<file path="src/logic/rr_pkg.sv">
package rr_pkg;

  // Channel layout of one log unit
  localparam int RR_LOGB_CNT = 2;
  localparam int RR_LOGE_CNT = 2;
  localparam int RR_LOGB_W0  = 8;
  localparam int RR_LOGB_W1  = 12;

  // Widths of the datapath
  localparam int RR_UNIT_W = 24;
  localparam int RR_LEN_W  = 5;
  localparam int RR_WORD_W = 32;
  localparam int RR_ADDR_W = 6;
  localparam int RR_BITS_W = 12;

  // Bit buffer in packer and unpacker holds a full unit plus one word
  localparam int RR_BUF_W  = RR_UNIT_W + RR_WORD_W;
  localparam int RR_FILL_W = 6;

  // Unit data from the LSB: logb valid, loge valid, present logb payloads
  typedef struct packed {
    logic [RR_UNIT_W-1:0] data;
    logic [RR_LEN_W-1:0]  len;
  } rr_unit_t;

  typedef enum logic [1:0] {
    MODE_IDLE   = 2'd0,
    MODE_RECORD = 2'd1,
    MODE_REPLAY = 2'd2
  } rr_mode_e;

  typedef enum logic [1:0] {
    REG_BASE   = 2'd0,
    REG_SIZE   = 2'd1,
    REG_CTRL   = 2'd2,
    REG_STATUS = 2'd3
  } rr_reg_e;

  typedef struct packed {
    logic [RR_ADDR_W-1:0] base;
    logic [RR_ADDR_W:0]   size;
    rr_mode_e             mode;
    logic                 finish;
    logic                 replay_start;
    logic [RR_BITS_W-1:0] recorded_bits;
  } rr_cfg_t;

  typedef struct packed {
    logic [RR_ADDR_W:0]   words_written;
    logic [RR_BITS_W-1:0] bits_written;
    logic                 overflow;
    logic                 replay_done;
  } rr_status_t;

  // Unit length from the logb bitmap in the low bits
  function automatic logic [RR_LEN_W-1:0] rr_unit_len(input logic [RR_UNIT_W-1:0] bits);
    logic [RR_LEN_W-1:0] len;
    len = RR_LEN_W'(RR_LOGB_CNT + RR_LOGE_CNT);
    if (bits[0])
      len = len + RR_LEN_W'(RR_LOGB_W0);
    if (bits[1])
      len = len + RR_LEN_W'(RR_LOGB_W1);
    return len;
  endfunction

  // Clears the bits of a unit above its length
  function automatic logic [RR_UNIT_W-1:0] rr_unit_mask(input logic [RR_UNIT_W-1:0] data,
                                                        input logic [RR_LEN_W-1:0]  len);
    logic [RR_UNIT_W:0] ones;
    ones = {{RR_UNIT_W{1'b0}}, 1'b1} << len;
    ones = ones - 1'b1;
    return data & ones[RR_UNIT_W-1:0];
  endfunction

endpackage

</file>
<file path="src/logic/rr_csr.sv">
`timescale 1ns/10ps

module rr_csr (
  input  logic                          clk,
  input  logic                          rst,
  input  logic                          csr_wr,
  input  logic                          csr_rd,
  input  rr_pkg::rr_reg_e               csr_addr,
  input  logic [rr_pkg::RR_WORD_W-1:0]  csr_wdata,
  output logic [rr_pkg::RR_WORD_W-1:0]  csr_rdata,
  input  rr_pkg::rr_status_t            status,
  output rr_pkg::rr_cfg_t               cfg
);
  import rr_pkg::*;

  logic [RR_ADDR_W-1:0] base_q;
  logic [RR_ADDR_W:0]   size_q;
  rr_mode_e             mode_q;
  logic                 finish_q;
  logic                 start_q;
  logic [RR_BITS_W-1:0] recorded_q;
  logic [RR_WORD_W-1:0] rdata_d;

  // Register writes, CTRL bits 2 and 3 become one-cycle pulses
  always_ff @(posedge clk) begin
    if (rst) begin
      base_q     <= '0;
      size_q     <= '0;
      mode_q     <= MODE_IDLE;
      finish_q   <= 1'b0;
      start_q    <= 1'b0;
      recorded_q <= '0;
    end else begin
      finish_q <= 1'b0;
      start_q  <= 1'b0;
      if (csr_wr) begin
        case (csr_addr)
          REG_BASE: base_q <= csr_wdata[RR_ADDR_W-1:0];
          REG_SIZE: size_q <= csr_wdata[RR_ADDR_W:0];
          REG_CTRL: begin
            // Code 3 is unused and parks the backend
            case (csr_wdata[1:0])
              2'd1:    mode_q <= MODE_RECORD;
              2'd2:    mode_q <= MODE_REPLAY;
              default: mode_q <= MODE_IDLE;
            endcase
            finish_q <= csr_wdata[2];
            start_q  <= csr_wdata[3];
          end
          default: ;
        endcase
      end
      // Snapshot of the recorded length for a later replay
      if (finish_q)
        recorded_q <= status.bits_written;
    end
  end

  // Read mux
  always_comb begin
    rdata_d = '0;
    case (csr_addr)
      REG_BASE: rdata_d[RR_ADDR_W-1:0] = base_q;
      REG_SIZE: rdata_d[RR_ADDR_W:0]   = size_q;
      REG_CTRL: rdata_d[1:0]           = mode_q;
      default: begin
        rdata_d[6:0]  = status.words_written;
        rdata_d[19:8] = status.bits_written;
        rdata_d[24]   = status.overflow;
        rdata_d[25]   = status.replay_done;
      end
    endcase
  end

  // Read data is valid one cycle after csr_rd
  always_ff @(posedge clk) begin
    if (rst)
      csr_rdata <= '0;
    else if (csr_rd)
      csr_rdata <= rdata_d;
  end

  assign cfg = '{base: base_q, size: size_q, mode: mode_q, finish: finish_q,
                 replay_start: start_q, recorded_bits: recorded_q};

endmodule

</file>
<file path="src/logic/rr_log_ram.sv">
`timescale 1ns/10ps

module rr_log_ram (
  input  logic                          clk,
  input  logic                          wr_en,
  input  logic [rr_pkg::RR_ADDR_W-1:0]  wr_addr,
  input  logic [rr_pkg::RR_WORD_W-1:0]  wr_data,
  input  logic                          rd_en,
  input  logic [rr_pkg::RR_ADDR_W-1:0]  rd_addr,
  output logic [rr_pkg::RR_WORD_W-1:0]  rd_data
);
  import rr_pkg::*;

  logic [RR_WORD_W-1:0] mem [2**RR_ADDR_W];

  // One write port, one registered read port
  always_ff @(posedge clk) begin
    if (wr_en)
      mem[wr_addr] <= wr_data;
    if (rd_en)
      rd_data <= mem[rd_addr];
  end

endmodule

</file>
<file path="src/logic/rr_record_packer.sv">
`timescale 1ns/10ps

module rr_record_packer (
  input  logic                          clk,
  input  logic                          rst,
  input  rr_pkg::rr_cfg_t               cfg,
  input  logic                          record_valid,
  output logic                          record_ready,
  input  rr_pkg::rr_unit_t              record_unit,
  input  logic                          overflow,
  output logic                          word_valid,
  output logic [rr_pkg::RR_WORD_W-1:0]  word,
  output logic [rr_pkg::RR_LEN_W-1:0]   unit_len_acc
);
  import rr_pkg::*;

  logic [RR_BUF_W-1:0]  acc_q;
  logic [RR_BUF_W-1:0]  acc_in;
  logic [RR_FILL_W-1:0] fill_q;
  logic [RR_FILL_W-1:0] fill_in;
  logic                 accept;

  // Held off during the finish pulse so the flush sees a stable fill
  assign record_ready = (cfg.mode == MODE_RECORD) && !overflow && !cfg.finish;
  assign accept       = record_valid && record_ready;

  // New unit lands right above the bits already packed
  always_comb begin
    acc_in  = acc_q | (RR_BUF_W'(rr_unit_mask(record_unit.data, record_unit.len)) << fill_q);
    fill_in = fill_q + RR_FILL_W'(record_unit.len);
  end

  always_ff @(posedge clk) begin
    if (rst) begin
      acc_q        <= '0;
      fill_q       <= '0;
      word_valid   <= 1'b0;
      unit_len_acc <= '0;
    end else begin
      word_valid   <= 1'b0;
      unit_len_acc <= '0;
      if (cfg.finish) begin
        // Partial word goes out, upper bits are already zero
        word_valid <= (fill_q != '0);
        acc_q      <= '0;
        fill_q     <= '0;
      end else if (accept) begin
        unit_len_acc <= record_unit.len;
        if (fill_in >= RR_FILL_W'(RR_WORD_W)) begin
          word_valid <= 1'b1;
          acc_q      <= acc_in >> RR_WORD_W;
          fill_q     <= fill_in - RR_FILL_W'(RR_WORD_W);
        end else begin
          acc_q  <= acc_in;
          fill_q <= fill_in;
        end
      end else if (cfg.mode != MODE_RECORD) begin
        // Leftovers outside record mode are dropped
        acc_q  <= '0;
        fill_q <= '0;
      end
    end
  end

  // Low word of whichever accumulator is being emitted
  always_ff @(posedge clk) begin
    if (cfg.finish)
      word <= acc_q[RR_WORD_W-1:0];
    else
      word <= acc_in[RR_WORD_W-1:0];
  end

endmodule

</file>
<file path="src/logic/rr_replay_unpacker.sv">
`timescale 1ns/10ps

module rr_replay_unpacker (
  input  logic                          clk,
  input  logic                          rst,
  input  rr_pkg::rr_cfg_t               cfg,
  output logic                          rd_en,
  output logic [rr_pkg::RR_ADDR_W-1:0]  rd_addr,
  input  logic [rr_pkg::RR_WORD_W-1:0]  rd_data,
  output logic                          replay_valid,
  input  logic                          replay_ready,
  output rr_pkg::rr_unit_t              replay_unit,
  output logic                          replay_done
);
  import rr_pkg::*;

  typedef enum logic [1:0] {
    UNP_IDLE,
    UNP_FILL,
    UNP_EMIT
  } unp_state_e;

  unp_state_e           state_q;
  rr_mode_e             mode_q;
  logic [RR_BUF_W-1:0]  bitbuf_q;
  logic [RR_BUF_W-1:0]  bitbuf_shift;
  logic [RR_BUF_W-1:0]  bitbuf_next;
  logic [RR_FILL_W-1:0] fill_q;
  logic [RR_FILL_W-1:0] fill_shift;
  logic [RR_FILL_W-1:0] fill_next;
  logic [RR_ADDR_W-1:0] rd_ptr_q;
  logic [RR_ADDR_W:0]   words_left_q;
  logic [RR_ADDR_W:0]   words_start;
  logic [RR_BITS_W:0]   words_need;
  logic [RR_BITS_W-1:0] bits_left_q;
  logic [RR_LEN_W-1:0]  cur_len;
  logic                 rd_pend_q;
  logic                 take;
  logic                 mode_chg;
  logic                 starved;

  // Length of the unit sitting at the bottom of the buffer
  assign cur_len  = rr_unit_len(bitbuf_q[RR_UNIT_W-1:0]);
  assign take     = replay_valid && replay_ready;
  assign mode_chg = cfg.mode != mode_q;

  // Words to fetch, never more than the buffer holds
  assign words_need  = ({1'b0, cfg.recorded_bits} + (RR_BITS_W+1)'(RR_WORD_W - 1))
                       >> $clog2(RR_WORD_W);
  assign words_start = (words_need > (RR_BITS_W+1)'(cfg.size)) ? cfg.size
                                                               : words_need[RR_ADDR_W:0];

  // Read only while a whole word still fits, one read in flight
  assign rd_addr = rd_ptr_q;
  assign rd_en   = (state_q != UNP_IDLE) && (words_left_q != '0) && !rd_pend_q &&
                   (fill_q <= RR_FILL_W'(RR_BUF_W - RR_WORD_W));

  // Nothing more to fetch and not enough bits for a unit
  assign starved = (words_left_q == '0) && !rd_pend_q && (fill_q < RR_FILL_W'(cur_len));

  // Consume the emitted unit, then append the arriving word
  always_comb begin
    bitbuf_shift = bitbuf_q;
    fill_shift   = fill_q;
    if (take) begin
      bitbuf_shift = bitbuf_q >> replay_unit.len;
      fill_shift   = fill_q - RR_FILL_W'(replay_unit.len);
    end
    bitbuf_next = bitbuf_shift;
    fill_next   = fill_shift;
    if (rd_pend_q) begin
      bitbuf_next = bitbuf_shift | (RR_BUF_W'(rd_data) << fill_shift);
      fill_next   = fill_shift + RR_FILL_W'(RR_WORD_W);
    end
  end

  always_ff @(posedge clk) begin
    if (rst) begin
      state_q      <= UNP_IDLE;
      mode_q       <= MODE_IDLE;
      bitbuf_q     <= '0;
      fill_q       <= '0;
      rd_ptr_q     <= '0;
      words_left_q <= '0;
      bits_left_q  <= '0;
      rd_pend_q    <= 1'b0;
      replay_valid <= 1'b0;
      replay_done  <= 1'b0;
    end else begin
      mode_q    <= cfg.mode;
      rd_pend_q <= rd_en;
      bitbuf_q  <= bitbuf_next;
      fill_q    <= fill_next;
      if (rd_en) begin
        rd_ptr_q     <= rd_ptr_q + 1'b1;
        words_left_q <= words_left_q - 1'b1;
      end
      case (state_q)
        UNP_FILL: begin
          if ((bits_left_q == '0) || starved) begin
            state_q     <= UNP_IDLE;
            replay_done <= 1'b1;
          end else if (fill_q >= RR_FILL_W'(cur_len)) begin
            replay_valid <= 1'b1;
            state_q      <= UNP_EMIT;
          end
        end
        UNP_EMIT: begin
          if (take) begin
            replay_valid <= 1'b0;
            if (bits_left_q <= RR_BITS_W'(replay_unit.len)) begin
              // Last recorded unit
              bits_left_q <= '0;
              state_q     <= UNP_IDLE;
              replay_done <= 1'b1;
            end else begin
              bits_left_q <= bits_left_q - RR_BITS_W'(replay_unit.len);
              state_q     <= UNP_FILL;
            end
          end
        end
        default: ;
      endcase
      // Mode change aborts, a start in the same cycle still wins
      if (mode_chg) begin
        state_q      <= UNP_IDLE;
        replay_valid <= 1'b0;
        replay_done  <= 1'b0;
      end
      if (cfg.replay_start && (cfg.mode == MODE_REPLAY)) begin
        state_q      <= UNP_FILL;
        replay_valid <= 1'b0;
        replay_done  <= 1'b0;
        bitbuf_q     <= '0;
        fill_q       <= '0;
        rd_pend_q    <= 1'b0;
        rd_ptr_q     <= cfg.base;
        words_left_q <= words_start;
        bits_left_q  <= cfg.recorded_bits;
      end
    end
  end

  // Unit captured while filling stays put until the transfer
  always_ff @(posedge clk) begin
    if (state_q == UNP_FILL)
      replay_unit <= '{data: rr_unit_mask(bitbuf_q[RR_UNIT_W-1:0], cur_len), len: cur_len};
  end

endmodule

</file>
<file path="src/logic/rr_storage_backend.sv">
`timescale 1ns/10ps

module rr_storage_backend (
  input  logic                          clk,
  input  logic                          rst,
  input  logic                          csr_wr,
  input  logic                          csr_rd,
  input  rr_pkg::rr_reg_e               csr_addr,
  input  logic [rr_pkg::RR_WORD_W-1:0]  csr_wdata,
  output logic [rr_pkg::RR_WORD_W-1:0]  csr_rdata,
  input  logic                          record_valid,
  output logic                          record_ready,
  input  rr_pkg::rr_unit_t              record_unit,
  output logic                          replay_valid,
  input  logic                          replay_ready,
  output rr_pkg::rr_unit_t              replay_unit
);
  import rr_pkg::*;

  rr_cfg_t              cfg;
  rr_status_t           status;
  logic                 word_valid;
  logic [RR_WORD_W-1:0] word;
  logic [RR_LEN_W-1:0]  unit_len_acc;
  logic                 wr_en;
  logic [RR_ADDR_W-1:0] wr_addr;
  logic [RR_WORD_W-1:0] wr_data;
  logic                 rd_en;
  logic [RR_ADDR_W-1:0] rd_addr;
  logic [RR_WORD_W-1:0] rd_data;
  logic [RR_ADDR_W:0]   words_written;
  logic [RR_BITS_W-1:0] bits_written;
  logic                 overflow;
  logic                 replay_done;

  // Status gathered from the record and replay paths
  assign status = '{words_written: words_written, bits_written: bits_written,
                    overflow: overflow, replay_done: replay_done};

  rr_csr rr_csr_i (
    .clk(clk), .rst(rst), .csr_wr(csr_wr), .csr_rd(csr_rd), .csr_addr(csr_addr),
    .csr_wdata(csr_wdata), .csr_rdata(csr_rdata), .status(status), .cfg(cfg)
  );

  // Record path
  rr_record_packer rr_record_packer_i (
    .clk(clk), .rst(rst), .cfg(cfg), .record_valid(record_valid),
    .record_ready(record_ready), .record_unit(record_unit), .overflow(overflow),
    .word_valid(word_valid), .word(word), .unit_len_acc(unit_len_acc)
  );

  rr_writeback rr_writeback_i (
    .clk(clk), .rst(rst), .cfg(cfg), .word_valid(word_valid), .word(word),
    .unit_len_acc(unit_len_acc), .wr_en(wr_en), .wr_addr(wr_addr), .wr_data(wr_data),
    .words_written(words_written), .bits_written(bits_written), .overflow(overflow)
  );

  rr_log_ram rr_log_ram_i (
    .clk(clk), .wr_en(wr_en), .wr_addr(wr_addr), .wr_data(wr_data),
    .rd_en(rd_en), .rd_addr(rd_addr), .rd_data(rd_data)
  );

  // Replay path
  rr_replay_unpacker rr_replay_unpacker_i (
    .clk(clk), .rst(rst), .cfg(cfg), .rd_en(rd_en), .rd_addr(rd_addr), .rd_data(rd_data),
    .replay_valid(replay_valid), .replay_ready(replay_ready), .replay_unit(replay_unit),
    .replay_done(replay_done)
  );

endmodule

</file>
<file path="src/logic/rr_writeback.sv">
`timescale 1ns/10ps

module rr_writeback (
  input  logic                          clk,
  input  logic                          rst,
  input  rr_pkg::rr_cfg_t               cfg,
  input  logic                          word_valid,
  input  logic [rr_pkg::RR_WORD_W-1:0]  word,
  input  logic [rr_pkg::RR_LEN_W-1:0]   unit_len_acc,
  output logic                          wr_en,
  output logic [rr_pkg::RR_ADDR_W-1:0]  wr_addr,
  output logic [rr_pkg::RR_WORD_W-1:0]  wr_data,
  output logic [rr_pkg::RR_ADDR_W:0]    words_written,
  output logic [rr_pkg::RR_BITS_W-1:0]  bits_written,
  output logic                          overflow
);
  import rr_pkg::*;

  rr_mode_e mode_q;
  logic     clear;
  logic     room;

  // Entering record mode starts a fresh log
  assign clear = (cfg.mode == MODE_RECORD) && (mode_q != MODE_RECORD);
  assign room  = words_written < cfg.size;

  // Address wraps around the 64-word RAM
  assign wr_en   = word_valid && room && !clear;
  assign wr_addr = cfg.base + words_written[RR_ADDR_W-1:0];
  assign wr_data = word;

  always_ff @(posedge clk) begin
    if (rst) begin
      mode_q        <= MODE_IDLE;
      words_written <= '0;
      bits_written  <= '0;
      overflow      <= 1'b0;
    end else begin
      mode_q <= cfg.mode;
      if (clear) begin
        words_written <= '0;
        bits_written  <= '0;
        overflow      <= 1'b0;
      end else begin
        bits_written <= bits_written + RR_BITS_W'(unit_len_acc);
        if (wr_en)
          words_written <= words_written + 1'b1;
        else if (word_valid)
          overflow <= 1'b1;  // buffer full, word dropped
      end
    end
  end

endmodule

</file>
<file path="config.mk">
export PLATFORM = sky130hd
export DESIGN_NAME = rr_storage_backend
export DESIGN_NICKNAME = d
export VERILOG_FILES = /design/src/logic/rr_pkg.sv /design/src/logic/rr_csr.sv /design/src/logic/rr_log_ram.sv /design/src/logic/rr_record_packer.sv /design/src/logic/rr_replay_unpacker.sv /design/src/logic/rr_storage_backend.sv /design/src/logic/rr_writeback.sv
export SDC_FILE = /design/constraint.sdc
export NUM_CORES = 2
export LEC_CHECK = 0
export BUFFER_PORTS_ARGS = -buffer_cell sky130_fd_sc_hd__buf_2
export CAP_MARGIN = 20
export CORE_MARGIN = 1
export CORE_UTILIZATION = 30
export DETAILED_ROUTE_END_ITERATION = 8
export GPL_TIMING_DRIVEN = 1
export PLACE_DENSITY_LB_ADDON = 0.1
export SLEW_MARGIN = 20
export SYNTH_ARGS = -nofsm -noshare
export SYNTH_HDL_FRONTEND = slang
export SYNTH_SLANG_ARGS = --single-unit
</file>
<file path="constraint.sdc">
create_clock -name clk -period 6.6 [get_ports clk]
set_input_delay 1.32 -clock clk [delete_from_list [all_inputs] [get_ports clk]]
set_output_delay 1.32 -clock clk [all_outputs]
set_load 0.005 [all_outputs]
</file>
==> flow_summary.ini <==
[clock_network]
htree_levels = 5
root_buffer = clkbuf_16
cts_buffers = 272
cts_tree = yes
cts_hold_buffers = 0
post_cts_resized = 0
clock-sinks = 2369
cts_setup_buffers = 0
clkTransAtPathRegs_ns = 0.06
cts_buffer_depth = 4
insertion_delay_ns = 0.89

[layout]
fin_area_sq_um = 112500
final_nets = 5583
syn_to_final_growth_pct = 15.87
final_cells = 9996
layout-drive-gt1-share_pct = 26.90
nFillCells = 30140

[route]
drt_wl_total_mm = 301.8
first_iter_violations = 4644
drtPass1Iterations = 6
wl_per_cell_um = 30.19
drc = 0
drt-vias-per-instance = 5.165
drtAntennaViolNets = 0
num_vias = 51630

[die]
initial_core_util_pct = 30.21
die_h_um = 570.9
placementRows = 208
dieArea_sq_um = 325900
core_sq_um = 321400
die_x_um = 570.9
top_level_ports = 132

[worst_setup_path]
crit_path_start_kind = flip-flop
cpMaxStageDelayCell = nor2_4
cp-startpoint = rr_writeback_i.words_written[1]$_SDFFE_PP0P_
r2r_end = rr_log_ram_i.mem[50][12]$_DFFE_PP_
rr_worst_depth = 9
worst-r2r-setup-slack_ns = 1.85
crit_family = simple AND/OR/NAND/NOR gates
slowest_delay_ns = 0.80
crit_end = rr_log_ram_i.mem[50][12]$_DFFE_PP_
worstPathMaxFanout = 17
timing.rr.start = rr_writeback_i.words_written[1]$_SDFFE_PP0P_
crit_type = reg2reg
crit_buf_inv = 1
endpoint_kind = flip-flop
crit_top_cell = a21oi_1
cp_cell_sequence = ha_1 > a21o_1 > a21oi_1 > o21bai_1 > a21oi_1 > xor2_1 > nand2_1 > nor2_4 > buf_4
required_ns = 7.11
worstSetupPathDepth = 9
arrival_ns = 5.26

[sta]
clock_skew_ns = 0.04407
holdWs_ns = 0.4324
setup_viol = 0
fmax_mhz = 210.5
fin_crit_ns = 4.751
fin_ws_ns = 1.849
finalHoldViolCount = 0
rsz0062_at_grt = no
period_share_pct = 71.99
worstMarginPinSlew_ns = 1.147
tns_ns = 0
finalMaxSlewViolations = 0
slew_headroom_pct = 23.26

[synthesis]
synth_edf_count = 2107
yosysMostFrequentCell = edfxtp_1
synth.avg_cell_area_sq_um = 18.55
synthCells = 5234
synthArstFlopShare_pct = 0
ys_ff_latch = 2369
ys_seq_area_share_pct = 70.56
yosys.cell_types.count = 93
synth-main-ff-cell = edfxtp_1
synth_top_area_share_pct = 65.16
synth_area_sq_um = 97100
yosysTopAreaCell = edfxtp_1
yosys_warnings = 0
synthTopCellsByArea = edfxtp_1 65%, mux4_2 16%, dfxtp_1 5.4%
synth_common_cells = 2107 x edfxtp_1, 690 x mux4_2, 293 x nor2_1, 262 x dfxtp_1, 230 x clkbuf_1

[placement]
io_buffer_count = 93
dpl.hpwl_mm = 176.0
placed_area_sq_um = 103900
pre_cts_ws_ns = 1.129
placed_cells = 9495
place_congestion = 0.8023

[grt]
grt_max_degree = 107
grt_usage_pct = 18.34
antenna_found_initial = 18
grt_pass1_wl_mm = 422.8
gr-total-overflow = 0
first_global_vias = 52880

[power_and_ir_drop]
ir_drop_uv = 223.7
p_clk_share_pct = 46.4
switching_share_pct = 21.16
power_switching_uw = 6708
pwr-share-seq_pct = 51.6
p_leak_uw = 0.03489
power_density_nw_per_um2 = 281.8
intPower_uw = 24990
combPwrFrac_pct = 2.0

[status]
outcome = finished, final reports clean

[job]
drv_cap = 0

[hold_path]
hp-class = reg2reg
worst min path at each step:
stage,cells after the start,to,from
floorplan,1,rr_record_packer_i.word[2]$_DFF_P_,rr_record_packer_i.acc_q[2]$_SDFFE_PP0P_
global placement,1,rr_record_packer_i.word[23]$_DFF_P_,rr_record_packer_i.acc_q[23]$_SDFFE_PP0P_
detailed placement,1,rr_record_packer_i.word[23]$_DFF_P_,rr_record_packer_i.acc_q[23]$_SDFFE_PP0P_
CTS,1,rr_record_packer_i.word[25]$_DFF_P_,rr_record_packer_i.acc_q[25]$_SDFFE_PP0P_
global route,1,rr_record_packer_i.word[15]$_DFF_P_,rr_record_packer_i.acc_q[15]$_SDFFE_PP0P_
finish,1,rr_record_packer_i.word[25]$_DFF_P_,rr_record_packer_i.acc_q[25]$_SDFFE_PP0P_
routing by layer:
metal	global-route usage, %	vias up	part of all wire, %
met5	0	-	0.0043
met4	4.093	2	1.9
met3	2.370	290	4.3
met2	30.87	1314	49
met1	25.22	27940	44
li1	-	22080	-
area by class of cell:
class | instances | area [sq um] | area share [%]
inverters | 45 | 168.9 | 0.1501
clock inverters | 143 | 1242 | 1.104
flip-flops and latches | 2369 | 68580 | 60.95
repair buffers | 288 | 2175 | 1.933
diodes | 15 | 37.54 | 0.03336
clock buffers | 343 | 7306 | 6.494
well taps | 4305 | 5386 | 4.788
multi-input cells | 2488 | 27610 | 24.54
sequential cells by signal (all words and copies together), names as in the netlist, 2 cells and up:
register,flops
rr_writeback_i.words_written,7
rr_record_packer_i.word,32
rr_record_packer_i.fill_q,6
rr_replay_unpacker_i.fill_q,4
rr_record_packer_i.acc_q,56
rr_csr_i.base_q,6
rr_log_ram_i.rd_data,32
rr_replay_unpacker_i.rd_addr,6
rr_replay_unpacker_i.state_q,2
rr_record_packer_i.unit_len_acc,5
rr_replay_unpacker_i.words_left_q,7
rr_csr_i.mode_q,2
rr_writeback_i.bits_written,12
rr_csr_i.recorded_q,12
rr_log_ram_i.mem,2048
rr_csr_i.size_q,7
rr_replay_unpacker_i.bits_left_q,12
rr_csr_i.csr_rdata,21
rr_writeback_i.mode_q,2
rr_replay_unpacker_i.replay_unit,27
rr_replay_unpacker_i.bitbuf_q,56
through the flow:
| step | power [uW] | utilization (%) |
|---|---|---|
| 2_1_floorplan | 16980 | - |
| 3_3_place_gp | 17290 | 32.32 |
| 3_5_place_dp | 17310 | 32.33 |
| 4_1_cts | 32120 | 34.99 |
| 5_1_grt | 32670 | 34.99 |
| 6_report | 31700 | 35.00 |
cells by family (layout without fill, tap and decap cells):
kind of cell / Yosys count / in the layout / share of synthesized area (%)
buffers and inverters: 389 / 819 / 1.598
adder cells (fa/ha/maj): 50 / 50 / 0.6829
AO/OA/AOI/OAI: 693 / 693 / 4.991
XOR/XNOR: 41 / 41 / 0.3698
multiplexers: 848 / 848 / 17.68
flip-flops: 2369 / 2369 / 70.56
AND/OR/NAND/NOR: 843 / 843 / 4.109
other: 1 / 28 / 0.003862
cell usage in the layout, fill, tap and decap left out, types with 39 or more instances in the layout:
cell type / synthesis / routed
clkbuf_1: 230 / 59
ha_1: 45 / 45
mux4_2: 690 / 690
o21ai_0: 96 / 96
nor3_1: 39 / 39
dfxtp_1: 262 / 222
buf_2: 22 / 93
mux2i_1: 133 / 131
clkbuf_16: 0 / 282
edfxtp_1: 2107 / 2107
a211oi_1: 53 / 52
nand2_1: 219 / 218
nor2b_1: 54 / 54
clkinv_1: 6 / 68
inv_1: 39 / 39
buf_4: 15 / 176
a21oi_1: 159 / 159
nor2_1: 293 / 259
clkinv_2: 0 / 42
power by group through the flow:
stage | logic, uW | registers, uW | clock network, uW
floorplan | 204 | 16800 | 0
global placement | 616 | 16700 | 0
detailed placement | 633 | 16700 | 0
CTS | 635 | 16400 | 15100
global route | 670 | 16400 | 15700
finish | 624 | 16400 | 14700
No activity file was read; power rests on OpenSTA's default activity.
